**src/hw/conv_pkg.sv**
```systemverilog
// ==================================================
// Geometry fixed to a 28x28 image in 14x14 quads and 32 filters
// Changing a constant here does not resize the block grid by itself
// ==================================================
package conv_pkg;

    // Image and block grid
    localparam int QUAD_COLS      = 14;  // Quads per image row
    localparam int BLOCKS_PER_ROW = 13;
    localparam int NUM_BLOCKS     = 169;

    // Filters and parameter layout
    localparam int NUM_FILTERS       = 32;
    localparam int PARAMS_PER_FILTER = 10;  // Bias then 9 weights
    localparam int BEATS_PER_BLOCK   = 11;

    // PE command values
    localparam logic [7:0] MAC_COUNT = 8'd9;
    localparam logic [7:0] SSFR_CMD  = 8'b11000001;
    localparam logic [7:0] SSFR_CFG  = 8'b00101000;
    localparam int         PE_LATENCY = 2;

    // Residue storage holds one word per block and filter
    localparam int RES_FILTER_STRIDE = 43;
    localparam int RES_DEPTH         = NUM_FILTERS * RES_FILTER_STRIDE;

    typedef logic [7:0] pixel_t;
    typedef logic [7:0] img_addr_t;
    typedef logic [8:0] conv_addr_t;
    typedef logic [10:0] res_addr_t;
    typedef logic [7:0] block_idx_t;
    typedef logic [4:0] filter_idx_t;
    typedef logic [3:0] step_t;

    typedef enum logic [1:0] {BEAT_HEADER, BEAT_WINDOW, BEAT_SSFR} beat_kind_t;
    typedef enum logic [1:0] {IDLE, RUN, DONE} ctrl_state_t;

    // Pixels of one 2x2 quad in raster order
    typedef struct packed {
        pixel_t p0;
        pixel_t p1;
        pixel_t p2;
        pixel_t p3;
    } quad_t;

    typedef struct packed {
        logic       valid;
        beat_kind_t kind;
        pixel_t     px0;
        pixel_t     px1;
        pixel_t     px2;
        pixel_t     px3;
        pixel_t     param;
    } pe_beat_t;

endpackage

```
**src/hw/layer_ctrl.sv**
```systemverilog
// ==================================================
// Start is only taken in IDLE; done waits for the last write-back
// ==================================================
module layer_ctrl
    import conv_pkg::*;
(
    input  logic        clk,
    input  logic        reset,
    input  logic        start,
    input  logic        block_done,
    input  logic        wb_idle,
    output logic        block_go,
    output block_idx_t  cur_block,
    output filter_idx_t cur_filter,
    output logic        busy,
    output logic        done
);

    ctrl_state_t state;
    logic        last_block;
    logic        last_filter;

    assign last_block  = (cur_block == block_idx_t'(NUM_BLOCKS - 1));
    assign last_filter = (cur_filter == filter_idx_t'(NUM_FILTERS - 1));
    assign busy        = (state != IDLE);

    always_ff @(posedge clk) begin
        if (reset) begin
            state      <= IDLE;
            block_go   <= 1'b0;
            done       <= 1'b0;
            cur_block  <= '0;
            cur_filter <= '0;
        end else begin
            block_go <= 1'b0;
            done     <= 1'b0;
            case (state)
                IDLE: begin
                    if (start) begin
                        state      <= RUN;
                        block_go   <= 1'b1;
                        cur_block  <= '0;
                        cur_filter <= '0;
                    end
                end
                RUN: begin
                    if (block_done) begin
                        if (!last_block) begin
                            cur_block <= cur_block + 1'b1;
                            block_go  <= 1'b1;
                        end else begin
                            cur_block <= '0;
                            if (last_filter) begin
                                state <= DONE;  // Wait for final result write
                            end else begin
                                cur_filter <= cur_filter + 1'b1;
                                block_go   <= 1'b1;
                            end
                        end
                    end
                end
                DONE: begin
                    if (wb_idle) begin
                        done  <= 1'b1;
                        state <= IDLE;
                    end
                end
                default: state <= IDLE;
            endcase
        end
    end

    a_go_in_run: assert property (@(posedge clk) disable iff (reset)
        block_go |-> state == RUN);

endmodule

```
**config.mk**
```make
export PLATFORM = sky130hd
export DESIGN_NAME = layer_ctrl
export DESIGN_NICKNAME = d
export VERILOG_FILES = /design/src/hw/conv_pkg.sv /design/src/hw/layer_ctrl.sv
export SDC_FILE = /design/constraint.sdc
export NUM_CORES = 1
export LEC_CHECK = 0
export BUFFER_PORTS_ARGS = -buffer_cell sky130_fd_sc_hd__buf_2
export CAP_MARGIN = 25
export CORE_MARGIN = 4
export CORE_UTILIZATION = 51
export CTS_CLUSTER_SIZE = 40
export DETAILED_ROUTE_END_ITERATION = 7
export GPL_TIMING_DRIVEN = 0
export PLACE_DENSITY = 0.76
export SETUP_SLACK_MARGIN = 0.5
export SYNTH_ARGS = -nofsm -noshare
export SYNTH_HDL_FRONTEND = slang
export SYNTH_SLANG_ARGS = --single-unit
```
**constraint.sdc**
```tcl
create_clock -name clk -period 2.6 [get_ports clk]
set_clock_uncertainty 0.1 [all_clocks]
set_input_delay 0.13 -clock clk [delete_from_list [all_inputs] [get_ports clk]]
set_output_delay 0.13 -clock clk [all_outputs]
set_load 0.01 [all_outputs]
```
== Word-level counts from Yosys, hierarchy flattened ==
Index checks and enable logic that the tools add are counted.
Word-level totals
  register bits: 17
  latch bits: 0
  RAM bits: 0
  bits in read-only memories: 0
  input bits: 5
  output and inout port bits: 16
  word-level logic and storage cells: 46
  memories: 0
Cells by class
  add/subtract/negate cells: 2
  multipliers: 0
  div/mod/pow operators: 0
  magnitude comparators: 0
  equality and inequality tests: 10
  shift operators: 0
  mux-type cells: 21
  bitwise gates (word level): 1
  reduce and logical (&&, ||, !) cells: 7
Operator list (number)
  $mux 8: 3
  $mux 5: 4
  $pmux 8 s2: 1
  $ne 2x2->1 const B: 6
  $mux 2: 5
  $pmux 5 s2: 1
  $reduce_and 5->1: 2
  $add 8x1->8 const B: 1
  $eq 8x8->1 const B: 1
  $pmux 2 s3: 1
  $add 5x1->5 const B: 1
  $eq 5x5->1 const B: 1
  $mux 1: 5
  $reduce_bool 2->1: 2
  $reduce_and 3->1: 1
  $eq 2x1->1 const B: 1
  $eq 2x2->1 const B: 1
  $logic_not 2->1: 1
  $pmux 1 s2: 1
  $reduce_or 2->1: 1
  $not 1->1: 1

== Depth between registers and ports, before layout ==
  depth in word-level cells: 5
  mapped depth: 6
  gate-level depth less buffers: 6

== Worst setup path after synthesis ==
OpenSTA, ideal clock, no wires.
  path kind: flip-flop to flip-flop
  start point: register cur_filter[0]
  end point: register cur_filter[3]
  setup time: 0.074 ns
  arrival time: 1.845 ns
  data required time: 2.426 ns
  path slack: 0.581 ns
  cell stages (with the launch flop): 7
  path buffers: 0
  period minus slack after synthesis: 2.019 ns
  cell sequence: dfxtp_1 ha_1 and3_1 ha_1 nand4b_2 or4_1 a31oi_1
On the way
  cells in the longest elaborated chain, start to end: 5
  elaborated cells on any way between the ends: 8
  those cells by class: 1 x add/sub; 2 x eq/ne; 4 x mux; 1 x reduce/logical
Ends and longest elaborated chain
  from (decl): RTL line layer_ctrl.sv:14  | output filter_idx_t cur_filter,
  from (signal assigned): RTL line layer_ctrl.sv:56  | cur_filter <= cur_filter + 1'b1;
  $add 5x1->5: RTL line layer_ctrl.sv:56
  $mux 5: RTL line layer_ctrl.sv:53  | if (last_filter) begin
  $mux 5: RTL line layer_ctrl.sv:48  | if (!last_block) begin
  $mux 5: RTL line layer_ctrl.sv:47  | if (block_done) begin
  $pmux 5 s2: RTL line layer_ctrl.sv:37  | case (state)
Parallel ways exist; a longest one is shown, timed or not. The select of a mux whose other input is x is not followed.
A chain may end at the register's enable or synchronous reset.

== Worst setup path in the final report ==
Ends and elaborated chain as after synthesis.

==> metrics.md <==
| Metric | Value |
|---|---|
| Outcome | `completed` |
| Synth warn | `0` |
| Share of cells above drive strength 1 | `24.4%` |
| Crit path arrival time | `2.19 ns` |
| Reg-to-reg slack, setup | `0.55 ns` |
| Crit path time final | `2.05 ns` |
| Clock Path Buffers | `2` |
| Clock Sink Count | `17` |
| CTS tree | `yes` |
| CTS Buf Count | `3` |
| Clk Latency, worst-skew pair | `0.30 ns` |
| HP Class | `in2reg` |
| CP max stage delay | `0.52 ns` |
| DRT iter0 DRCs | `32` |
| Post-layout util | `between 60% and 70%` |
| Final worst slack | `0.546 ns` |
| Top post-synthesis cells by area | `dfxtp_1 (38%), xnor2_1 (5.9%), ha_1 (5.6%)` |
| Cells after Synth | `102` |
| DRT Wirelength | `approximately 2.3 mm` |
| Worst Path Buf+Inv | `0` |
| # diodes | `0` |
| Via/cell ratio | `6.22` |
| CP top delay family | `simple AND/OR/NAND/NOR gates` |
| Root buf cell | `clkbuf_4` |
| Overflow after GRT | `0` |
| Hpwl dp | `approximately 1.6 mm` |
| Critical path depth | `6` |
| P_int | `between 300 and 400 µW` |
| Global Route Usage Sum | `18.5%` |
| Maximum vdd drop | `294 µV` |
| Slowest cell on crit path | `or4_1` |
| CTS clock-pin slew for the worst setup and hold paths | `0.11 ns` |
| FF+latch count, synth | `17` |
| H-tree depth | `1` |
| DR WL/cell | `15.4 µm` |
| Largest net degree at the start of global routing | `11` |
| Highest clock rate | `slightly below 500 MHz` |
| Fin Setup TNS | `0 ns` |
| Sequential share of power | `57.3%` |
| Final RePlAce weighted congestion | `0.873` |
| Period utilisation layout | `79.0%` |
| Slew of the pin with the lowest slew margin | `0.679 ns` |
| Vias in the first global route | `830` |
| Relative slew slack | `a little over half` |
| Async set-reset flop share out of synthesis | `0%` |
| Site Rows | `14` |
| Post-synth top flop | `dfxtp_1` |
| CP startpoint kind | `flop` |
| RR Endpoint | `cur_filter[3]` |
| Pleak | `0.000474 µW` |
| Hold_sp | `start` |
| Hold WS | `0.0140 ns` |
| Synth area leader | `dfxtp_1` |
| DR DRC count | `0` |
| R2R cell count | `6` |
| Endpoints failing hold | `0` |
| Placed insts | `about 140` |
| Crit-path cells | `ha_1 -> and3_1 -> ha_2 -> nand4b_4 -> or4_1 -> a31oi_1` |
| Max Transition Viols Final | `0` |
| Die height | `49.9 µm` |
| Hold Crit Depth | `3` |
| Die area | `approximately 2500 µm²` |
| ANT nets after route | `0` |
| Buffers on Ports | `20` |
| Area share of the largest cell type after synthesis | `37.9%` |
| CORE AREA | `1580 µm²` |
| Post-synth top cells | `dfxtp_1 (17), nor2_1 (11), nand2_1 (7), nand3_1 (7), xnor2_1 (6)` |
| Final setup viols | `0` |
| Post-Syn Area per Cell | `8.80 µm²` |
| Most common cell in the netlist | `dfxtp_1` |
| Crit Path Category | `reg2reg` |
| Seq/Total Area, Yosys | `37.9%` |
| Switching share of power | `26.5%` |
| Layout net count | `141` |
| First-pass GRT wire length | `3.59 mm` |
| Final Non-Filler Cells | `147` |
| DRT Pass-1 Iters | `4` |
| Starting density of the core | `56.9%` |
| Worst path required time | `2.74 ns` |
| RSZ-0062 raised after global routing | `yes` |
| Worst Hold Path EP | `state[0]` |
| Die W | `about 50 µm` |
| Reg2Reg Launch Point | `cur_filter[0]` |
| Mapped Nets | `111` |
| DR vias | `914` |
| Crit path capture type | `flop` |
| Cell Area, Synth | `897 µm²` |
| PD cells | `428 nW/µm²` |
| Clock power share | `between 30% and 40%` |
| Comb pwr share | `10.9%` |
| I/O pin count | `21` |
| Unique masters post-synth | `38` |
| CP Max Fanout | `6` |
| Post-synth EDFFs | `0` |
| Max_cap viols | `0` |
| Area growth, synth to finish | `22.3%` |
| Switching power total | `~120 µW` |
| Setup WS pre-CTS | `0.484 ns` |
| Initial antenna violation count | `0` |
==> stage by stage <==
step / power [µW] / cell area, µm²
final: 469 / 1100
after global routing: 483 / 1100
after CTS: 466 / 1070
after detailed placement: 321 / 1020
after global placement: 320 / 1020
after floorplan: 303 / 897
==> what timing repair did <==
item | 4_1_cts | 5_1_grt
hold endpoints to repair | 4 | 0
pin swaps | 0 | 1
setup endpoints to repair | 1 | 7
gates resized for setup | 1 | 1
hold buffers | 2 | 0
buffers inserted | 0 | 3
==> worst register-to-register path, delay by kind of cell (launching register included) <==
family,cells,cell delay (ns)
compound gates,1,0.17
simple gates,3,0.92
flops,1,0.36
fa+ha+maj,2,0.45
==> final cells by class <==
| class | count | area [µm²] |
|---|---|---|
| timing repair buffer | 25 | 143 |
| buffer | 3 | 12.5 |
| multi-input combinational | 77 | 537 |
| sequential | 17 | 340 |
| fill | 129 | 479 |
| inverter | 5 | 18.8 |
| tap | 16 | 20.0 |
| clock buffer | 4 | 26.3 |
==> placed cells by master, fill, tap and decap left out, types with 5 or more instances in the layout <==
master and count:
nand3_1 7, buf_2 21, nand2_1 7, xnor2_1 6, nor2_1 11, inv_1 5, dfxtp_1 17
==> power by group through the flow <==
stage / registers, µW / logic (µW) / clock network (µW)
global placement: 274 / 45.6 / 0
detailed placement: 274 / 46.2 / 0
global route: 269 / 56.0 / 158
finish: 269 / 51.3 / 149
CTS: 268 / 48.9 / 148
floorplan: 276 / 27.6 / 0
==> state kept, by name, summed over array words and instances, names as in the netlist <==
| register | count |
|---|---|
| cur_block | 8 |
| cur_filter | 5 |
| state | 2 |
| block_go | 1 |
| done | 1 |
==> layer usage <==
metal / part of all wire, % / track usage, % / vias up
met1: 41 / 21.5 / 442
met5: 0 / 0 / -
met2: 50 / 32.2 / 34
met4: 2.0 / 9.68 / 0
li1: - / - / 433
met3: 7.0 / 3.01 / 5
==> worst max path at each step <==
| stage | to | slack, ns | start |
|---|---|---|---|
| floorplan | cur_filter[3] | 0.58 | cur_filter[0] |
| global placement | cur_filter[3] | 0.49 | cur_filter[0] |
| detailed placement | cur_filter[3] | 0.48 | cur_filter[0] |
| CTS | cur_filter[3] | 0.53 | cur_filter[0] |
| global route | cur_filter[3] | 0.43 | cur_filter[0] |
| finish | cur_filter[3] | 0.55 | cur_filter[0] |
==> logic make-up after synthesis <==
| logic type | synth area share (%) |
|---|---|
| and+or+nand+nor | 35.4 |
| DFF | 37.9 |
| AOI/OAI and AO/OA | 10.6 |
| buffers and inverters | 3.49 |
| xor gates and xnor gates | 5.86 |
| adders and majority gates | 5.58 |
| muxes | 1.12 |
Note: power is estimated with default switching activity, not from simulation.
