$ cat src/hw/conv_pkg.sv
// ==================================================
// Geometry fixed to a 28x28 image in 14x14 quads and 32 filters
// Changing a constant here does not resize the block grid by itself
// ==================================================
package conv_pkg;

    // Image and block grid
    localparam int QUAD_COLS      = 14;  // Quads per image row
    localparam int BLOCKS_PER_ROW = 13;
    localparam int NUM_BLOCKS     = 169;

    // Filters and parameter layout
    localparam int NUM_FILTERS       = 32;
    localparam int PARAMS_PER_FILTER = 10;  // Bias then 9 weights
    localparam int BEATS_PER_BLOCK   = 11;

    // PE command values
    localparam logic [7:0] MAC_COUNT = 8'd9;
    localparam logic [7:0] SSFR_CMD  = 8'b11000001;
    localparam logic [7:0] SSFR_CFG  = 8'b00101000;
    localparam int         PE_LATENCY = 2;

    // Residue storage holds one word per block and filter
    localparam int RES_FILTER_STRIDE = 43;
    localparam int RES_DEPTH         = NUM_FILTERS * RES_FILTER_STRIDE;

    typedef logic [7:0] pixel_t;
    typedef logic [7:0] img_addr_t;
    typedef logic [8:0] conv_addr_t;
    typedef logic [10:0] res_addr_t;
    typedef logic [7:0] block_idx_t;
    typedef logic [4:0] filter_idx_t;
    typedef logic [3:0] step_t;

    typedef enum logic [1:0] {BEAT_HEADER, BEAT_WINDOW, BEAT_SSFR} beat_kind_t;
    typedef enum logic [1:0] {IDLE, RUN, DONE} ctrl_state_t;

    // Pixels of one 2x2 quad in raster order
    typedef struct packed {
        pixel_t p0;
        pixel_t p1;
        pixel_t p2;
        pixel_t p3;
    } quad_t;

    typedef struct packed {
        logic       valid;
        beat_kind_t kind;
        pixel_t     px0;
        pixel_t     px1;
        pixel_t     px2;
        pixel_t     px3;
        pixel_t     param;
    } pe_beat_t;

endpackage

$ cat src/hw/block_fetch.sv
// ==================================================
// Image memory must return data one cycle after the address
// ==================================================
module block_fetch
    import conv_pkg::*;
(
    input  logic        clk,
    input  logic        reset,
    input  logic        block_go,
    input  block_idx_t  cur_block,
    output img_addr_t   img_addr,
    input  quad_t       img_quad,
    output quad_t [3:0] tile,
    output logic        tile_ready
);

    logic [3:0] blk_row;
    logic [3:0] blk_col;
    logic [3:0] quad_row;
    logic [3:0] quad_col;
    logic       fetching;
    logic [1:0] fetch_idx;  // 0 TL, 1 TR, 2 BL, 3 BR quad
    logic       cap_valid;
    logic [1:0] cap_idx;

    // Address phase then data phase
    always_ff @(posedge clk) begin
        if (reset) begin
            fetching  <= 1'b0;
            fetch_idx <= '0;
            cap_valid <= 1'b0;
        end else begin
            cap_valid <= fetching;
            if (block_go) begin
                fetching  <= 1'b1;
                fetch_idx <= '0;
            end else if (fetching) begin
                fetch_idx <= fetch_idx + 1'b1;
                if (fetch_idx == 2'd3)
                    fetching <= 1'b0;
            end
        end
    end

    always_ff @(posedge clk) begin
        if (block_go) begin
            blk_row <= 4'(cur_block / BLOCKS_PER_ROW);
            blk_col <= 4'(cur_block % BLOCKS_PER_ROW);
        end
        cap_idx <= fetch_idx;
        if (cap_valid)
            tile[cap_idx] <= img_quad;
    end

    assign quad_row   = blk_row + 4'(fetch_idx[1]);
    assign quad_col   = blk_col + 4'(fetch_idx[0]);
    assign img_addr   = img_addr_t'(quad_row) * img_addr_t'(QUAD_COLS) + img_addr_t'(quad_col);
    assign tile_ready = cap_valid && (cap_idx == 2'd3);  // Last quad lands this cycle

    a_addr_range: assert property (@(posedge clk) disable iff (reset)
        fetching |-> img_addr < img_addr_t'(QUAD_COLS * QUAD_COLS));

    a_tile_time: assert property (@(posedge clk) disable iff (reset)
        block_go |-> ##5 tile_ready);

endmodule

$ cat config.mk
export PLATFORM = sky130hd
export DESIGN_NAME = block_fetch
export DESIGN_NICKNAME = d
export VERILOG_FILES = /design/src/hw/conv_pkg.sv /design/src/hw/block_fetch.sv
export SDC_FILE = /design/constraint.sdc
export NUM_CORES = 1
export LEC_CHECK = 0
export BUFFER_PORTS_ARGS = -buffer_cell sky130_fd_sc_hd__buf_4
export CAP_MARGIN = 20
export CORE_ASPECT_RATIO = 1.2
export CORE_MARGIN = 2
export CORE_UTILIZATION = 51
export CTS_BUF_LIST = sky130_fd_sc_hd__clkbuf_16
export CTS_CLUSTER_SIZE = 30
export DETAILED_ROUTE_END_ITERATION = 7
export PLACE_DENSITY = 0.9
export RECOVER_POWER = 100
export SETUP_SLACK_MARGIN = 0.5
export SYNTH_ARGS = -nofsm -noshare
export SYNTH_HDL_FRONTEND = slang
export SYNTH_SLANG_ARGS = --single-unit
$ cat constraint.sdc
create_clock -name clk -period 6.3 [get_ports clk]
set_clock_uncertainty 0.15 [all_clocks]
set_input_delay 0.945 -clock clk [delete_from_list [all_inputs] [get_ports clk]]
set_output_delay 0.945 -clock clk [all_outputs]
set_load 0.01 [all_outputs]
# After elaboration in Yosys (flattened, before gate mapping)
# Cells that the tools add are included.
dict set report op_classes {
  n_addsub 4
  n_mul 1
  div_mod_pow 2
  n_lt_le_gt_ge 2
  n_eq_ne 2
  n_mux 6
  n_reduce_logical 3
}
# op n
set ops {}
lappend ops {{$bwmux 128} 1}
lappend ops {{$demux 32 s2} 1}
lappend ops {{$div 8x4->32 const B} 1}
lappend ops {{$mod 8x4->32 const B} 1}
lappend ops {{$mux 32} 1}
lappend ops {{$add 4x1->4} 2}
lappend ops {{$add 8x4->8} 1}
lappend ops {{$mul 4x3->7 const B} 1}
lappend ops {{$eq 2x2->1 const B} 2}
lappend ops {{$lt 2x3->1 const B} 1}
lappend ops {{$mux 1} 3}
lappend ops {{$add 2x1->2 const B} 1}
lappend ops {{$ge 2x1->1 const B} 1}
lappend ops {{$logic_and 1x1->1} 2}
lappend ops {{$reduce_or 2->1} 1}
dict set report totals {
  regBits 142
  out_inout_bits 137
  wordCells 42
}

# Longest topological paths before layout
# Gate-level depths: netlist of run 1.
dict set report logic_depth {
  word_depth 5
  depth_mapped 21
}

# Worst setup path before layout of run 1
# OpenSTA, ideal clock, no wires.
dict set report synth_path {
  path_kind {input to register}
  startpoint {in cur_block[6]}
  endpoint {reg blk_col[1] (data pin)}
  setup_time_ns 0.267
  arrival_ns 4.734
  path_slack_ns 1.149
  path_stages 21
  path_cell_list {buf_6 -> nor2b_1 -> ha_1 -> or3_1 -> buf_4 -> o2111ai_1 -> o311ai_1 -> a21oi_1 -> xnor2_1 -> ha_1 -> nand2_1 -> nor4_1 -> a311o_2 -> nor3_4 -> xnor2_1 -> ha_1 -> nor2b_1 -> nor3_1 -> mux2i_1 -> nand4_2 -> mux2i_1}
}
dict set report synth_via {
  elab_chain_len 1
}
# element line_no
set synth_lines {}
lappend synth_lines {{from (decl)} block_fetch.sv:10} ;# input block_idx_t cur_block,
lappend synth_lines {{$mod 8x4->32} block_fetch.sv:48} ;# blk_col <= 4'(cur_block % BLOCKS_PER_ROW);
lappend synth_lines {{to (signal assigned)} block_fetch.sv:48}
lappend synth_lines {{to (decl)} block_fetch.sv:18} ;# logic [3:0] blk_col;
# No other way between the ends.
# A chain may end at the register's enable or synchronous reset.

# Final worst setup path of run 1
dict set report layout_path {
  startpoint {in cur_block[4]}
  endpoint {reg blk_col[1] (data pin)}
}
# The elaborated chain is that of the path after synthesis.

==> results of run 1 <==
## flip-flops by register name, summed over array words and instances (netlist names)
| signal | cells |
|---|---|
| blk_col | 4 |
| blk_row | 4 |
| cap_idx | 2 |
| cap_valid | 1 |
| fetch_idx | 2 |
| fetching | 1 |
| tile | 128 |
## cell usage in the layout (no fill, tap or decap), types with 3 or more instances in the layout
cell type and count:
bufinv_16 6, a211oi_1 5, nor2b_1 6, clkinv_4 4, nor3_1 6, nand3_1 6, fa_1 5, xnor2_1 18
mux2i_1 9, nor2_1 16, o21ai_0 5, inv_1 20, clkbuf_1 174, dfxtp_1 6, xor2_1 3, nand2b_1 3
ha_1 19, a21o_1 4, a21oi_1 14, buf_4 8, nor4_1 3, nand2_1 9, edfxtp_1 136, clkbuf_16 17
inv_6 3
## metal layers
metal  track usage (%)  wire length, um  share of wire [%]
met5                 0               26               0.16
met4              13.3              563                3.5
met3              7.78             1080                6.8
met2              46.3             8740                 55
met1              25.8             5460                 34
## layout make-up
cell class / instances / area, um2
sequential: 142 / 4200
fill: 893 / 3770
multi-input combinational: 183 / 1500
timing repair buffer: 182 / 713
clock buffer: 17 / 425
clock inverter: 15 / 258
tap: 154 / 193
inverter: 20 / 75.1
antenna: 1 / 2.50
## worst max-delay path, stage by stage
cell and delay (ps):
buf_4 170, nor2_1 220, nor2b_1 90, ha_1 260, or3_1 590, o2111ai_1 200, o311ai_1 170, a21oi_1 380
xnor2_1 180, ha_1 230, nand2_1 70, nor4_1 40, a311o_1 380, nor3_4 340, xnor2_1 230, ha_1 250
nor2b_1 300, nor3_1 90, mux2i_1 140, nand4_1 210, mux2i_1 180
## worst max-delay path by stage
stage	endpoint	slack, ps	depth (start not counted)
after floorplan	blk_col[1]	1150	21
after global placement	blk_col[1]	680	21
after detailed placement	blk_col[1]	330	21
after CTS	blk_col[1]	740	21
after global routing	blk_col[1]	300	22
final	blk_col[1]	630	21
## synth_stat cells, drive strengths merged, types with 4 or more instances
| master | number | area, um2 |
|---|---|---|
| a21oi | 16 | 87.6 |
| nand2 | 11 | 60.1 |
| inv | 20 | 75.1 |
| a21o | 4 | 30.0 |
| ha | 19 | 238 |
| xor2 | 4 | 42.6 |
| nand3 | 6 | 30.0 |
| mux2i | 9 | 90.1 |
| nor2 | 16 | 60.1 |
| edfxtp | 136 | 4080 |
| a211oi | 7 | 62.6 |
| nor2b | 6 | 40.0 |
| nor3 | 7 | 46.3 |
| o21ai | 6 | 30.0 |
| buf | 7 | 65.1 |
| fa | 5 | 100 |
| xnor2 | 19 | 174 |
| dfxtp | 6 | 120 |
## kinds of logic (layout without fill, tap and decap cells)
| logic type | after synthesis | in the layout |
|---|---|---|
| flops | 142 | 142 |
| compound gates | 58 | 58 |
| simple gates | 68 | 68 |
| fa+ha+maj | 24 | 24 |
| mux | 10 | 10 |
| xor+xnor | 23 | 23 |
| buf+inv | 28 | 234 |
| other cells | 0 | 1 |
## power by group through the flow
stage          Sequential (mW)  Combinational, mW  Clock, mW
3_3_place_gp              1.10              0.516          0
3_5_place_dp              1.10              0.541          0
4_1_cts                   1.08              0.555       1.17
6_report                  1.08              0.486       1.15
2_1_floorplan             1.10              0.336          0
5_1_grt                   1.08              0.534       1.21
## through the flow
| step | cell area (um2) | std cells | hold WS [ps] |
|---|---|---|---|
| finish | 7370 | 714 | 270 |
| CTS | 8040 | 713 | 273 |
| global placement | 7360 | 681 | 257 |
| global route | 7370 | 713 | 283 |
| floorplan | 5860 | 353 | 220 |
| detailed placement | 7360 | 681 | 255 |
## repair_timing
action | CTS | global route
gates resized for setup | 0 | 1
setup endpoints to repair | 0 | 2
buffers inserted | 0 | 0
==> flow_metrics.tcl, run 1 <==
set metrics [dict create \
    status "finished with violations" \
    violations "capacitance limit, slew limit" \
    vias 3933 \
    rrSetupSlack_ps 3050 \
    hold_start "fetch_idx[0]" \
    timing.max_cap.violations 4 \
    path_clk_slew_ps 60 \
    ys_types 66 \
    drt-total-wl_um 15900 \
    r2r-end "tile[72]" \
    report.power.total_mw 2.72 \
    holdPathStages 0 \
    yosysSeqAreaShare_pct 71.8 \
    ir_drop_uv 212 \
    ys_ff_latch 142 \
    synth_warnings 0 \
    synth_compound_area_share_pct 7.65 \
    io_pins 180 \
    setup_viol 0 \
    worstReg2RegStart "cap_valid" \
    fin_setup_tns_ps 0 \
    async_flop_share_pct 0 \
    power_frac_seq_pct 39.7 \
    gp_congestion 0.947 \
    synthSimpleGateAreaFrac_pct 6.94 \
    track_usage_pct 25.5 \
    synth_top_flop_cell "edfxtp_1" \
    fp.dieH_um 121 \
    start_util_pct 52.6 \
    areaGrowthSynthToFinish_pct 25.8 \
    die_w_um 102 \
    period_minus_slack_ps 5670 \
    overflow 0 \
    synth-adder-area-share_pct 5.77 \
    finalCritPeriodShare_pct 90.0 \
    hold_buffers 0 \
    p_per_area_nw_per_um2 369 \
    dp_hpwl_um 10500 \
    num_rows 42 \
    synth_area_um2 5860 \
    vias_per_cell 5.51 \
    critPathLaunchType "primary input" \
    power.switching_uw 707 \
    hold_path_class "reg2reg" \
    tightest_slew_ps 2970 \
    startpoint "cur_block[4]" \
    postRouteAntennaNets 0 \
    grt_pass1_vias 3938 \
    clk_latency_ps 410 \
    combPwrFrac_pct 17.9 \
    wl_per_cell_um 22.2 \
    critPathKind "in2reg" \
    cts_root_buf "clkbuf_16" \
    hold_viol 0 \
    die-area_um2 12400 \
    utilization_pct 66.2 \
    synth-xor-area-share_pct 3.70 \
    place_ws_ps 329 \
    synth_top_family_by_area "compound AO/OA/AOI/OAI gates" \
    p_sw_share_pct 26.0 \
    numCtsBuffers 17 \
    clk_path_buf_depth 2 \
    clockPowerShare_pct 42.4 \
    critical_path.max_fanout 17 \
    drv_slew 130 \
    grt_max_degree 33 \
    drt_iter0_drc 197 \
    setup_ws_ps 629 \
    synth_edf_count 136 \
    p_int_mw 2.01 \
    dr.pass1.iters 5 \
    max_freq_ghz 0.176 \
    p_leak_nw 2.55 \
    synthMuxAreaShare_pct 1.73 \
    r2r_cells 2 \
    design.core.area_um2 11100 \
    min_to "cap_idx[0]" \
    cp_data_arrival_time_ps 5660 \
    syn_avg_cell_area_um2 16.6 \
    critPathRequiredTime_ps 6290 \
    cts_tree "yes" \
    end_kind "flip-flop" \
    portBuffers 179 \
    grt_first_pass_wirelength_um 22500 \
    cts_sinks 142 \
    drc 0 \
    layout-drive-gt1-share_pct 9.84 \
    final_nets 613 \
    synthCells 353 \
    htreeDepth 4 \
    relSlewSlack_pct -98.7 \
    synth_nets 420 \
    antenna_found_initial 2 \
    rsz0062_at_grt "false" \
]
Power figures use the tool's default switching activity.
==> inputs of run 2 (changes only) <==
Settings changed: ABC_AREA from default to 1, PLACE_DENSITY 0.9 to 0.91.
==> run 2 against run 1 <==
The run still ends with capacitance limit, slew limit left. Utilization decreased by 1.2 points. Sequential power about the same. Critical path depth increased by 7. Combinational power increased by 21%. Global-route usage about the same. Cell count increased by 1.4%. Non-clock buffer count increased by 1. Via count decreased by 1.7%. Power decreased by 0.66%. Critical endpoint is now blk_col[2]. Largest power group is now registers.
==> flow_metrics.tcl, run 2 <==
set metrics [dict create \
    drt-total-wl_um 15200 \
    synth_top_flop_cell "edfxtp_1" \
    relSlewSlack_pct -31.0 \
    hold_viol 0 \
    synth_nets 444 \
    finalNonFillerCells 724 \
    synth_largest_area_cell "edfxtp_1" \
    gp_congestion 0.879 \
    ir_drop_uv 236 \
    violations "capacitance limit, slew limit" \
    hold_path_class "reg2reg" \
    startpoint "cur_block[5]" \
    routed-wl-met2_um 7910 \
    registers.top_by_ff_count "tile" \
    status "finished with violations" \
    grt_pass1_vias 3865 \
    worstReg2RegStart "cap_idx[1]" \
    timing.max_cap.violations 4 \
    synth_warnings 0 \
    hold_buffers 0 \
    period_minus_slack_ps 4800 \
    dp_cells 692 \
    clk_path_buf_depth 2 \
    vias 3867 \
    htreeDepth 4 \
    final_nets 646 \
    async_flop_share_pct 0 \
    critPathLaunchType "primary input" \
    netlist.area_leader.share_pct 71.4 \
    ys_types 25 \
    portBuffers 179 \
    track_usage_pct 25.5 \
    wl_met1_um 5360 \
    antenna_found_initial 0 \
    grt_max_degree 34 \
    wl_met3_um 1380 \
    rrSetupSlack_ps 3190 \
    tightest_slew_ps 1970 \
    utilization_pct 65.0 \
    synthTopCellsByArea "edfxtp_1, ha_1, nand2_1, inv_1, dfxtp_1" \
    wl_per_cell_um 21.0 \
    num_rows 42 \
    overflow 0 \
    synthCells 377 \
    syn_avg_cell_area_um2 15.2 \
    post_cts_buffers 0 \
    postRouteAntennaNets 0 \
    vias_per_cell 5.34 \
    timing.critical_path.to "blk_col[2]" \
    io_pins 180 \
    layout_common_cells "clkbuf_1, edfxtp_1, nand2_1" \
    grt_first_pass_wirelength_um 22200 \
    fin_setup_tns_ps 0 \
    setup_viol 0 \
    numCtsBuffers 17 \
    synth_area_um2 5720 \
    top_regs "tile x128, blk_col x4, blk_row x4" \
    largest_reg_flops 128 \
    start_util_pct 52.1 \
    critical_path.max_fanout 7 \
    rsz0062_at_grt "false" \
    synth_edf_count 136 \
    final_common_cell "clkbuf_1" \
    end_kind "flip-flop" \
    cts_resized 0 \
    design.core.area_um2 11000 \
    r2r-end "tile[83]" \
    setup_ws_ps 1500 \
    r2r_cells 3 \
    drv_slew 122 \
    drt_iter0_drc 276 \
    layout-drive-gt1-share_pct 11.8 \
    drc 0 \
    fillers 935 \
    die-area_um2 12100 \
    p_per_area_nw_per_um2 379 \
    areaGrowthSynthToFinish_pct 24.8 \
    cts_tree "yes" \
    cts_sinks 142 \
    place_ws_ps 2020 \
    top_layer "met4" \
    cp_data_arrival_time_ps 4810 \
    path_clk_slew_ps 60 \
    yosysSeqAreaShare_pct 73.5 \
    diodes 0 \
    dp_hpwl_um 10100 \
    holdWs_ps 270 \
    critPathRequiredTime_ps 6320 \
    max_freq_ghz 0.208 \
    fp.dieH_um 120 \
    critPathKind "in2reg" \
    ys_ff_latch 142 \
    clk_latency_ps 410 \
    dr.pass1.iters 5 \
    die_w_um 101 \
    p_leak_nw 2.66 \
    synth.most_common_cell "edfxtp_1" \
    cts_root_buf "clkbuf_16" \
    finalCritPeriodShare_pct 76.2 \
    synth_common_cells "edfxtp_1, nand2_1, inv_1" \
]
-- run 2: how the worst min path moves through the flow --
stage,depth (start not counted),slack [ps],to,start
2_1_floorplan,0,220,cap_idx[1],fetch_idx[1]
3_3_place_gp,0,250,cap_idx[1],fetch_idx[1]
3_5_place_dp,0,260,cap_idx[1],fetch_idx[1]
4_1_cts,0,280,cap_idx[1],fetch_idx[1]
5_1_grt,0,290,cap_idx[1],fetch_idx[1]
6_report,0,270,cap_idx[1],fetch_idx[1]
-- run 2: cell type report --
cell class | instances | area [um2] | area share [%]
Tap cell | 132 | 165 | 2.31
Clock buffer | 17 | 425 | 5.96
Multi-Input combinational cell | 190 | 1270 | 17.8
Inverter | 45 | 169 | 2.37
Timing Repair Buffer | 183 | 717 | 10.0
Sequential cell | 142 | 4200 | 58.9
Clock inverter | 15 | 184 | 2.58
-- run 2: critical path: stages --
cell	delay, ps
buf_4	110
inv_2	50
a21oi_1	140
ha_1	240
nand3_1	140
nand2_4	60
nor2_1	320
o21bai_1	130
nand2_1	150
nand2_2	70
nor2_1	310
nand2_4	110
nand2_1	80
nand2_1	110
ha_1	200
inv_1	60
nand2_2	50
nand2_1	180
nand3_1	260
nand2_1	160
nand2_1	80
inv_1	80
ha_1	140
inv_1	60
nand3_1	170
nand3_1	220
nand2_1	120
nand2_1	60
-- run 2: where the power goes --
part	total (mW)	leakage [nW]	internal [mW]	switching [mW]
combinational	0.587	1.08	0.208	0.379
sequential	1.09	1.29	1.07	0.0132
clock	1.03	0.297	0.629	0.400
-- run 2: routing by layer --
layer | GRT usage [%] | vias up
met3 | 9.03 | 40
li1 | - | 1744
met2 | 44.4 | 203
met4 | 12.0 | 0
met5 | 0 | -
met1 | 27.2 | 1880
-- run 2: metrics by stage --
stage | power, mW | instance area [um2]
after floorplan | 1.54 | 5720
after global placement | 1.77 | 7280
after detailed placement | 1.79 | 7280
after CTS | 2.82 | 7890
after global routing | 2.83 | 7140
final | 2.70 | 7140
-- run 2: cells by family after synthesis --
kind of cell | count (synthesis) | share of synthesized area (%)
AND/OR/NAND/NOR | 138 | 14.1
adder cells (fa/ha/maj) | 24 | 5.91
flip-flops | 142 | 73.5
XOR/XNOR | 15 | 2.30
AO/OA/AOI/OAI | 13 | 1.23
buffers and inverters | 45 | 2.95
